[config.mk]
export PLATFORM = sky130hd
export DESIGN_NAME = driver_top
export DESIGN_NICKNAME = d
export VERILOG_FILES = /design/src/driver_pkg.sv /design/src/controller_core.sv /design/src/driver_core.sv /design/src/driver_top.sv /design/src/playback_sequencer.sv /design/src/spi_rx.sv
export SDC_FILE = /design/constraint.sdc
export NUM_CORES = 1
export LEC_CHECK = 0
export BUFFER_PORTS_ARGS = -buffer_cell sky130_fd_sc_hd__buf_2
export CORE_ASPECT_RATIO = 1.1
export CORE_UTILIZATION = 40
export CTS_BUF_LIST = sky130_fd_sc_hd__clkbuf_4
export CTS_CLUSTER_DIAMETER = 40
export DETAILED_ROUTE_END_ITERATION = 10
export SLEW_MARGIN = 20
export SYNTH_ARGS = -nofsm -noshare
export SYNTH_HDL_FRONTEND = slang
export SYNTH_SLANG_ARGS = --single-unit
[constraint.sdc]
create_clock -name clock -period 7.2 [get_ports clock]
set_input_delay 1.44 -clock clock [delete_from_list [all_inputs] [get_ports clock]]
set_output_delay 1.44 -clock clock [all_outputs]
set_load 0.1 [all_outputs]
[src/driver_pkg.sv]
// shared sizes, opcode and state enums, command field positions; import into every rtl module
`default_nettype none

package driver_pkg;

  // array sizes
  localparam int NUM_DRIVERS = 10;
  localparam int MEM_LENGTH  = 48;
  localparam int MEM_ADDR_W  = 6;
  localparam int PIN_W       = 2;

  // spi command word
  localparam int CMD_W       = 32;
  localparam int DRV_IDX_W   = 4;
  // bit counter wide enough to hold CMD_W and saturate above it
  localparam int BIT_CNT_W   = 6;

  // input synchronizer depth
  localparam int SYNC_STAGES = 2;

  // command word field positions
  localparam int OPC_MSB  = 31;
  localparam int OPC_LSB  = 28;
  localparam int IDX_MSB  = 27;
  localparam int IDX_LSB  = 24;
  localparam int ADDR_MSB = 21;
  localparam int ADDR_LSB = 16;

  // used data bits per opcode
  localparam int WR_DATA_LSB  = 0;
  localparam int INV_BIT      = 0;
  localparam int LEN_DATA_LSB = 0;

  typedef enum logic [3:0] {
    OP_NOP        = 4'h0,
    OP_WRITE      = 4'h1,
    OP_SET_INVERT = 4'h2,
    OP_SET_LENGTH = 4'h3
  } opcode_e;

  typedef enum logic {
    SEQ_IDLE = 1'b0,
    SEQ_PLAY = 1'b1
  } seq_state_e;

endpackage

`default_nettype wire

[src/controller_core.sv]
// command decoder, owns invert flags and sequence length, clears memories after reset
`timescale 1ns/1ps
`default_nettype none

module controller_core
  import driver_pkg::*;
(
  input  logic                   clock,
  input  logic                   reset_i,
  input  logic [CMD_W-1:0]       word_i,
  input  logic                   word_valid_i,
  input  logic                   control_trigger_i,
  input  logic                   latch_data_i,
  output logic                   word_ready_o,
  output logic [MEM_ADDR_W-1:0]  wr_addr_o,
  output logic [PIN_W-1:0]       wr_data_o,
  output logic [NUM_DRIVERS-1:0] wr_en_o,
  output logic [NUM_DRIVERS-1:0] invert_o,
  output logic [MEM_ADDR_W-1:0]  play_addr_o,
  output logic                   play_active_o,
  output logic                   update_cycle_complete_o
);

  logic                  clear_active;
  logic [MEM_ADDR_W-1:0] clear_addr;
  logic [MEM_ADDR_W:0]   seq_length;
  logic                  accept;
  opcode_e               opcode;
  logic [DRV_IDX_W-1:0]  drv_idx;
  logic [MEM_ADDR_W-1:0] cmd_addr;
  logic [MEM_ADDR_W-1:0] len_field;
  logic                  idx_ok;
  logic                  addr_ok;

  // field split
  assign opcode    = opcode_e'(word_i[OPC_MSB:OPC_LSB]);
  assign drv_idx   = word_i[IDX_MSB:IDX_LSB];
  assign cmd_addr  = word_i[ADDR_MSB:ADDR_LSB];
  assign len_field = word_i[LEN_DATA_LSB +: MEM_ADDR_W];

  assign idx_ok  = drv_idx < DRV_IDX_W'(NUM_DRIVERS);
  assign addr_ok = cmd_addr < MEM_ADDR_W'(MEM_LENGTH);

  // no commands while clearing or playing, the word waits in spi_rx
  assign word_ready_o = ~clear_active & ~play_active_o;
  assign accept       = word_valid_i & word_ready_o;

  // post-reset sweep writes zero to every entry of every driver
  always_ff @(posedge clock) begin
    if (reset_i) begin
      clear_active <= 1'b1;
      clear_addr   <= '0;
    end else if (clear_active) begin
      clear_addr <= clear_addr + 1'b1;
      if (clear_addr == MEM_ADDR_W'(MEM_LENGTH - 1)) begin
        clear_active <= 1'b0;
      end
    end
  end

  // write port, one cycle after the accepted word
  always_ff @(posedge clock) begin
    if (reset_i) begin
      wr_en_o <= '0;
    end else if (clear_active) begin
      wr_en_o <= '1;
    end else if (accept && opcode == OP_WRITE && idx_ok && addr_ok) begin
      wr_en_o <= NUM_DRIVERS'(1) << drv_idx;
    end else begin
      wr_en_o <= '0;
    end
  end

  always_ff @(posedge clock) begin
    if (clear_active) begin
      wr_addr_o <= clear_addr;
      wr_data_o <= '0;
    end else begin
      wr_addr_o <= cmd_addr;
      wr_data_o <= word_i[WR_DATA_LSB +: PIN_W];
    end
  end

  // invert flags and step count
  always_ff @(posedge clock) begin
    if (reset_i) begin
      invert_o   <= '0;
      seq_length <= (MEM_ADDR_W+1)'(MEM_LENGTH);
    end else if (accept) begin
      case (opcode)
        OP_SET_INVERT: begin
          if (idx_ok) begin
            invert_o[drv_idx] <= word_i[INV_BIT];
          end
        end
        OP_SET_LENGTH: begin
          // zero or too long falls back to the full memory
          if (len_field == '0 || len_field > MEM_ADDR_W'(MEM_LENGTH)) begin
            seq_length <= (MEM_ADDR_W+1)'(MEM_LENGTH);
          end else begin
            seq_length <= {1'b0, len_field};
          end
        end
        default: begin
          // nop, write and unknown codes leave these alone
        end
      endcase
    end
  end

  playback_sequencer i_sequencer (
    .clock                   (clock),
    .reset_i                 (reset_i),
    .control_trigger_i       (control_trigger_i),
    .latch_data_i            (latch_data_i),
    .seq_length_i            (seq_length),
    .play_addr_o             (play_addr_o),
    .play_active_o           (play_active_o),
    .update_cycle_complete_o (update_cycle_complete_o)
  );

endmodule

`default_nettype wire

[src/driver_core.sv]
// one pin driver, pattern memory read at the playback address with invert and output enables
`timescale 1ns/1ps
`default_nettype none

module driver_core
  import driver_pkg::*;
(
  input  logic                  clock,
  input  logic                  reset_i,
  input  logic                  wr_en_i,
  input  logic [MEM_ADDR_W-1:0] wr_addr_i,
  input  logic [PIN_W-1:0]      wr_data_i,
  input  logic                  invert_i,
  input  logic [MEM_ADDR_W-1:0] play_addr_i,
  input  logic                  play_active_i,
  output logic [PIN_W-1:0]      driver_io_o,
  output logic [PIN_W-1:0]      driver_oeb_o
);

  // pattern storage, zeroed by the controller sweep after reset
  logic [PIN_W-1:0] mem [MEM_LENGTH];
  logic [PIN_W-1:0] rd_data;
  logic [PIN_W-1:0] inv_mask;

  assign rd_data  = mem[play_addr_i];
  assign inv_mask = {PIN_W{invert_i}};

  // write port from the controller
  always_ff @(posedge clock) begin
    if (wr_en_i) begin
      mem[wr_addr_i] <= wr_data_i;
    end
  end

  // registered read straight to the pins
  // oeb is active low, so idle means released
  always_ff @(posedge clock) begin
    if (reset_i) begin
      driver_io_o  <= '0;
      driver_oeb_o <= '1;
    end else if (play_active_i) begin
      driver_io_o  <= rd_data ^ inv_mask;
      driver_oeb_o <= '0;
    end else begin
      driver_io_o  <= '0;
      driver_oeb_o <= '1;
    end
  end

endmodule

`default_nettype wire

[src/driver_top.sv]
// top level, spi receiver into the controller and a row of driver cores
`timescale 1ns/1ps
`default_nettype none

module driver_top
  import driver_pkg::*;
(
  input  logic                         clock,
  input  logic                         reset_i,
  input  logic                         sclk_i,
  input  logic                         mosi_i,
  input  logic                         ss_n_i,
  input  logic                         control_trigger_i,
  input  logic                         latch_data_i,
  output logic [NUM_DRIVERS*PIN_W-1:0] driver_io_o,
  output logic [NUM_DRIVERS*PIN_W-1:0] driver_oeb_o,
  output logic                         update_cycle_complete_o
);

  // spi to controller handshake
  logic [CMD_W-1:0]       word;
  logic                   word_valid;
  logic                   word_ready;

  // controller to drivers
  logic [MEM_ADDR_W-1:0]  wr_addr;
  logic [PIN_W-1:0]       wr_data;
  logic [NUM_DRIVERS-1:0] wr_en;
  logic [NUM_DRIVERS-1:0] invert;
  logic [MEM_ADDR_W-1:0]  play_addr;
  logic                   play_active;

  spi_rx i_spi_rx (
    .clock        (clock),
    .reset_i      (reset_i),
    .sclk_i       (sclk_i),
    .mosi_i       (mosi_i),
    .ss_n_i       (ss_n_i),
    .word_ready_i (word_ready),
    .word_o       (word),
    .word_valid_o (word_valid)
  );

  controller_core i_controller (
    .clock                   (clock),
    .reset_i                 (reset_i),
    .word_i                  (word),
    .word_valid_i            (word_valid),
    .control_trigger_i       (control_trigger_i),
    .latch_data_i            (latch_data_i),
    .word_ready_o            (word_ready),
    .wr_addr_o               (wr_addr),
    .wr_data_o               (wr_data),
    .wr_en_o                 (wr_en),
    .invert_o                (invert),
    .play_addr_o             (play_addr),
    .play_active_o           (play_active),
    .update_cycle_complete_o (update_cycle_complete_o)
  );

  // driver g owns pins [g*PIN_W +: PIN_W]
  for (genvar g = 0; g < NUM_DRIVERS; g++) begin : g_driver
    driver_core i_driver (
      .clock         (clock),
      .reset_i       (reset_i),
      .wr_en_i       (wr_en[g]),
      .wr_addr_i     (wr_addr),
      .wr_data_i     (wr_data),
      .invert_i      (invert[g]),
      .play_addr_i   (play_addr),
      .play_active_i (play_active),
      .driver_io_o   (driver_io_o[g*PIN_W +: PIN_W]),
      .driver_oeb_o  (driver_oeb_o[g*PIN_W +: PIN_W])
    );
  end

endmodule

`default_nettype wire

[src/playback_sequencer.sv]
// steps the playback address on latch rises after a trigger, pulses update-complete at the end
`timescale 1ns/1ps
`default_nettype none

module playback_sequencer
  import driver_pkg::*;
(
  input  logic                  clock,
  input  logic                  reset_i,
  input  logic                  control_trigger_i,
  input  logic                  latch_data_i,
  input  logic [MEM_ADDR_W:0]   seq_length_i,
  output logic [MEM_ADDR_W-1:0] play_addr_o,
  output logic                  play_active_o,
  output logic                  update_cycle_complete_o
);

  // two bits per stage: {trigger, latch}
  logic [2*SYNC_STAGES-1:0] sync_q;
  logic                     trig_s;
  logic                     latch_s;
  logic                     trig_prev;
  logic                     latch_prev;
  logic                     trig_rise;
  logic                     latch_rise;
  logic                     last_step;
  seq_state_e               state;

  assign trig_s     = sync_q[2*SYNC_STAGES-1];
  assign latch_s    = sync_q[2*SYNC_STAGES-2];
  assign trig_rise  = trig_s & ~trig_prev;
  assign latch_rise = latch_s & ~latch_prev;

  assign last_step     = {1'b0, play_addr_o} == seq_length_i - 1'b1;
  assign play_active_o = state == SEQ_PLAY;

  always_ff @(posedge clock) begin
    if (reset_i) begin
      sync_q     <= '0;
      trig_prev  <= 1'b0;
      latch_prev <= 1'b0;
    end else begin
      sync_q     <= {sync_q[2*SYNC_STAGES-3:0], control_trigger_i, latch_data_i};
      trig_prev  <= trig_s;
      latch_prev <= latch_s;
    end
  end

  always_ff @(posedge clock) begin
    if (reset_i) begin
      state                   <= SEQ_IDLE;
      play_addr_o             <= '0;
      update_cycle_complete_o <= 1'b0;
    end else begin
      update_cycle_complete_o <= 1'b0;
      case (state)
        SEQ_IDLE: begin
          play_addr_o <= '0;
          if (trig_rise) begin
            state <= SEQ_PLAY;
          end
        end
        SEQ_PLAY: begin
          // trigger ignored here, only latch moves the step
          if (latch_rise) begin
            if (last_step) begin
              state                   <= SEQ_IDLE;
              play_addr_o             <= '0;
              update_cycle_complete_o <= 1'b1;
            end else begin
              play_addr_o <= play_addr_o + 1'b1;
            end
          end
        end
        default: state <= SEQ_IDLE;
      endcase
    end
  end

endmodule

`default_nettype wire

[src/spi_rx.sv]
// spi mode 0 target, collects 32-bit msb-first words and hands them on with valid/ready
`timescale 1ns/1ps
`default_nettype none

module spi_rx
  import driver_pkg::*;
(
  input  logic             clock,
  input  logic             reset_i,
  input  logic             sclk_i,
  input  logic             mosi_i,
  input  logic             ss_n_i,
  input  logic             word_ready_i,
  output logic [CMD_W-1:0] word_o,
  output logic             word_valid_o
);

  // synchronizer chain, three bits per stage: {ss_n, sclk, mosi}
  logic [3*SYNC_STAGES-1:0] sync_q;
  logic                     ss_n_s;
  logic                     sclk_s;
  logic                     mosi_s;
  logic                     sclk_prev;
  logic                     ss_n_prev;
  logic                     sclk_rise;
  logic                     frame_end;
  logic [CMD_W-1:0]         shift_q;
  logic [BIT_CNT_W-1:0]     bit_cnt;

  // oldest stage is the synchronized value
  assign ss_n_s = sync_q[3*SYNC_STAGES-1];
  assign sclk_s = sync_q[3*SYNC_STAGES-2];
  assign mosi_s = sync_q[3*SYNC_STAGES-3];

  assign sclk_rise = sclk_s & ~sclk_prev;
  // ss_n going high closes the frame
  assign frame_end = ss_n_s & ~ss_n_prev;

  always_ff @(posedge clock) begin
    if (reset_i) begin
      // idle bus: ss_n high, sclk low
      sync_q    <= {SYNC_STAGES{3'b100}};
      sclk_prev <= 1'b0;
      ss_n_prev <= 1'b1;
    end else begin
      sync_q    <= {sync_q[3*SYNC_STAGES-4:0], ss_n_i, sclk_i, mosi_i};
      sclk_prev <= sclk_s;
      ss_n_prev <= ss_n_s;
    end
  end

  // shift register, msb first
  always_ff @(posedge clock) begin
    if (sclk_rise && !ss_n_s) begin
      shift_q <= {shift_q[CMD_W-2:0], mosi_s};
    end
  end

  // bit count, saturates so long frames never wrap back to 32
  always_ff @(posedge clock) begin
    if (reset_i || ss_n_s) begin
      bit_cnt <= '0;
    end else if (sclk_rise && bit_cnt != '1) begin
      bit_cnt <= bit_cnt + 1'b1;
    end
  end

  // one-word buffer
  always_ff @(posedge clock) begin
    if (reset_i) begin
      word_valid_o <= 1'b0;
    end else if (word_valid_o) begin
      // held until accepted, a frame finishing meanwhile is lost
      if (word_ready_i) begin
        word_valid_o <= 1'b0;
      end
    end else if (frame_end && bit_cnt == BIT_CNT_W'(CMD_W)) begin
      word_valid_o <= 1'b1;
    end
  end

  always_ff @(posedge clock) begin
    if (!word_valid_o && frame_end) begin
      word_o <= shift_q;
    end
  end

endmodule

`default_nettype wire

==> key figures <==
Detailed routing
  – Pre-antenna DRT Iters: 6
  – Via Count: 25049
  – Vias/cell: 5.40
  – 1st-iter DRT viols: 2240
  – # DRC: 0
  – WL final: 114000 µm
  – Post-DRT Antenna Nets: 0
  – Per-cell routed wire length: 24.6 µm

STA
  – RSZ-0062 raised after global routing: false
  – Setup TNS: 0 ns
  – Max_slew headroom: 25.5%
  – Final worst setup slack: 3.40 ns
  – Achievable frequency: 0.263 GHz
  – Clk_skew: 0.106 ns
  – Worst slew pin tran: 1.12 ns
  – Final worst path period share: 52.7%
  – Hold Vio Cnt, Final: 0
  – Final setup vio count: 0
  – Post-layout min period: 3.80 ns
  – Max Slew Vio Count: 0

Worst setup path
  – Crit path top cell by count: buf_4
  – Worst stage delay on the critical path: 0.81 ns
  – Critical Path Source Type: register
  – Worst setup EP type: register
  – Max Fanout on Critical Path: 36
  – Worst path cell trace: buf_4 -> nor2b_4 -> buf_4 -> a22oi_1 -> a31oi_1 -> a41oi_1 -> xnor2_1 -> nor2_1
  – Crit Path Class: register to register
  – CP Data Required Time: 8.15 ns
  – Crit path DAT: 4.75 ns
  – CP max stage cell: dfxtp_4

Pwr
  – Sw Ratio: 21.2%
  – PD cells: 248 nW/µm²
  – Power share of the combinational group: 1.7%
  – Sw power: 0.00268 W
  – LEAKAGE: 15.6 nW
  – Internal power: 0.00996 W
  – Clk pwr share: 42.9%
  – VDD IR-drop max: 182 µV
  – Sequential Power Share: 55.4%

GRT
  – Met3 Use GR: 4.05%
  – Vias in the first global route: 26277
  – Grt ovf: 0
  – Initial antenna violation count: 18
  – Met2 GRT Util: 33.2%
  – Most used routing layer: met2
  – Global-route wire length before repair: 168000 µm
  – Largest net degree at the start of global routing: 264
  – Global Route met1 Usage: 26.2%
  – GRT Resource Usage Total: 20.1%

Place
  – Gpl congestion: 0.809
  – Detailed Place HPWL: 68700 µm
  – IO buf count: 47
  – Instance area at placement: 47300 µm²
  – Pre-CTS setup slack: 3.44 ns

Synth
  – Synth unique cells: 45
  – Post-Syn Area per Cell: 16.8 µm²
  – Seq cells post-synth: 1109
  – Syn nets: 2715
  – Post-synthesis async set-or-reset flop share: 0%
  – Post-synth top cells: edfxtp_1 (1012), and2_1 (481), mux2i_1 (206)
  – Count leader, synth: edfxtp_1
  – Largest cells by area after synthesis: edfxtp_1 (67%), mux4_2 (8.3%), and2_1 (6.6%)
  – Post-synthesis instance area: 45500 µm²
  – Synth warn: 0
  – Largest area contributor in the netlist: edfxtp_1
  – Synthesized instance count: 2703
  – Ys flop type: edfxtp_1
  – Register area share after synthesis: 71.1%
  – Yosys top cell area share: 66.8%
  – Post-synth EDFFs: 1012

Hold path
  – Hold crit path type: register to register

Clock tree
  – CTS Buf Count: 302
  – Root buf cell: clkbuf_4
  – CTS tree: done
  – Clk buf depth: 4
  – CTS H-tree depth: 5
  – Post-CTS Hold Fix Bufs: 0
  – Clock sinks: 1109
  – # resized after CTS: 0
  – Worst-Skew Late Latency: 1.19 ns
  – Clock transition at path regs: 0.07 ns
  – Post-CTS Setup Inserts: 0

Floorplanning
  – Chip Height: 356 µm
  – Width of the die: 323 µm
  – Placement row count: 129
  – Die area: 115000 µm²
  – Total I/O pin count: 48
  – Initial Util: 40.4%
  – Core ar.: 113000 µm²

Final layout
  – Register area: 32400 µm²
  – Area growth syn-to-layout: 12.3%
  – FILL cells: 9925
  – Multi-input gate area in the final layout: 12300 µm²
  – Post-Layout Inst Area: 51000 µm²
  – Ratio of cells with drive above 1 in the final layout: 25.5%
  – Final Util: 45.3%
  – Total Nets Final: 2943

Run
  – Max cap viols: 0

Run status
  – Outcome: completed
## power groups by stage
stage          registers (W)  clock network (W)  logic [W]
6_report             0.00700            0.00543   0.000218
3_3_place_gp         0.00714                  0   0.000212
2_1_floorplan        0.00713                  0   0.000146
5_1_grt              0.00700            0.00588   0.000230
3_5_place_dp         0.00714                  0   0.000218
4_1_cts              0.00700            0.00557   0.000218
## worst max-delay path: cells and delay by family (launching register included)
family                 cells  cell delay [ns]
flip-flops                 1             0.81
AND/OR/NAND/NOR            2             0.61
AO/OA/AOI/OAI              3             0.73
XOR/XNOR                   1             0.16
buffers and inverters      2             1.17
## worst paths after layout
check,start,end,slack [ns],depth (start not counted)
setup / recovery,register,g_driver[9].i_driver.driver_io_o[1]$_SDFF_PP0_,3.40,8
hold / removal,i_spi_rx.sync_q[3]$_SDFF_PP0_,i_spi_rx.shift_q[0]$_DFFE_PP_,0.41,0
setup reg to reg,register,g_driver[9].i_driver.driver_io_o[1]$_SDFF_PP0_,3.40,8
hold reg to reg,i_spi_rx.sync_q[3]$_SDFF_PP0_,i_spi_rx.shift_q[0]$_DFFE_PP_,0.41,0
## cell usage in the layout (no fill, tap or decap), drive strengths merged, types with 6 or more instances in the layout
cell	Yosys	routed
a21oi	22	22
a22oi	100	100
a31oi	17	17
a41oi	12	12
and2	481	481
and3	6	6
buf	82	111
bufinv	0	6
clkbuf	105	429
clkinv	0	62
dfxtp	97	97
edfxtp	1012	1012
inv	6	10
mux2	18	18
mux2i	206	206
mux4	168	168
nand2	41	41
nand2b	9	9
nand3	38	38
nand3b	9	9
nand4	18	18
nor2	116	116
nor2b	21	21
nor3	9	9
nor3b	6	6
o21ai	28	28
o22a	12	12
xnor2	29	29
xor2	6	6
## flip-flops by register name, indices dropped and copies added, names as in the netlist, 6 cells and up, named ones only
name and count:
i_controller.invert_o 10, i_controller.seq_length 6, g_driver.i_driver.driver_io_o 20, i_controller.wr_en_o 10
i_spi_rx.word_o 20, i_spi_rx.bit_cnt 6, i_spi_rx.shift_q 32, i_spi_rx.sync_q 6
i_controller.clear_addr 6, i_controller.wr_addr_o 6, i_controller.i_sequencer.play_addr_o 6, g_driver.i_driver.mem 960
## per-layer routing
| metal | routed length (µm) | vias to the layer above | part of all wire, % |
|---|---|---|---|
| met4 | 2860 | 0 | 2.5 |
| li1 | - | 11025 | - |
| met3 | 7890 | 217 | 6.9 |
| met5 | 0 | - | 0 |
| met2 | 57100 | 964 | 50 |
| met1 | 46400 | 12843 | 41 |
## cell families (layout without fill, tap and decap cells)
group / Yosys count / after routing / share of synthesized area, %
compound gates: 197 / 197 / 3.00
xor+xnor: 35 / 35 / 0.674
fa+ha+maj: 5 / 5 / 0.138
buf+inv: 193 / 619 / 2.07
flops: 1109 / 1109 / 71.1
mux: 392 / 392 / 13.3
other cells: 0 / 5 / 0
simple gates: 772 / 772 / 9.71
## layout make-up
cell class	instances	share of cell area [%]
diodes	5	0.0245
flip-flops and latches	1109	63.4
clock buffers	429	6.31
inverters	6	0.0441
clock inverters	73	0.880
well taps	1506	3.69
repair buffers	111	1.59
multi-input cells	1401	24.1
## stage by stage
stage / hold WS [ns] / total power (W) / instances
final: 0.406 / 0.0126 / 4640
after global routing: 0.397 / 0.0131 / 4639
after CTS: 0.357 / 0.0128 / 4633
after detailed placement: 0.391 / 0.00736 / 4131
after global placement: 0.390 / 0.00735 / 4129
after floorplan: 0.386 / 0.00727 / 2703
(Power assumes the default switching activity.)
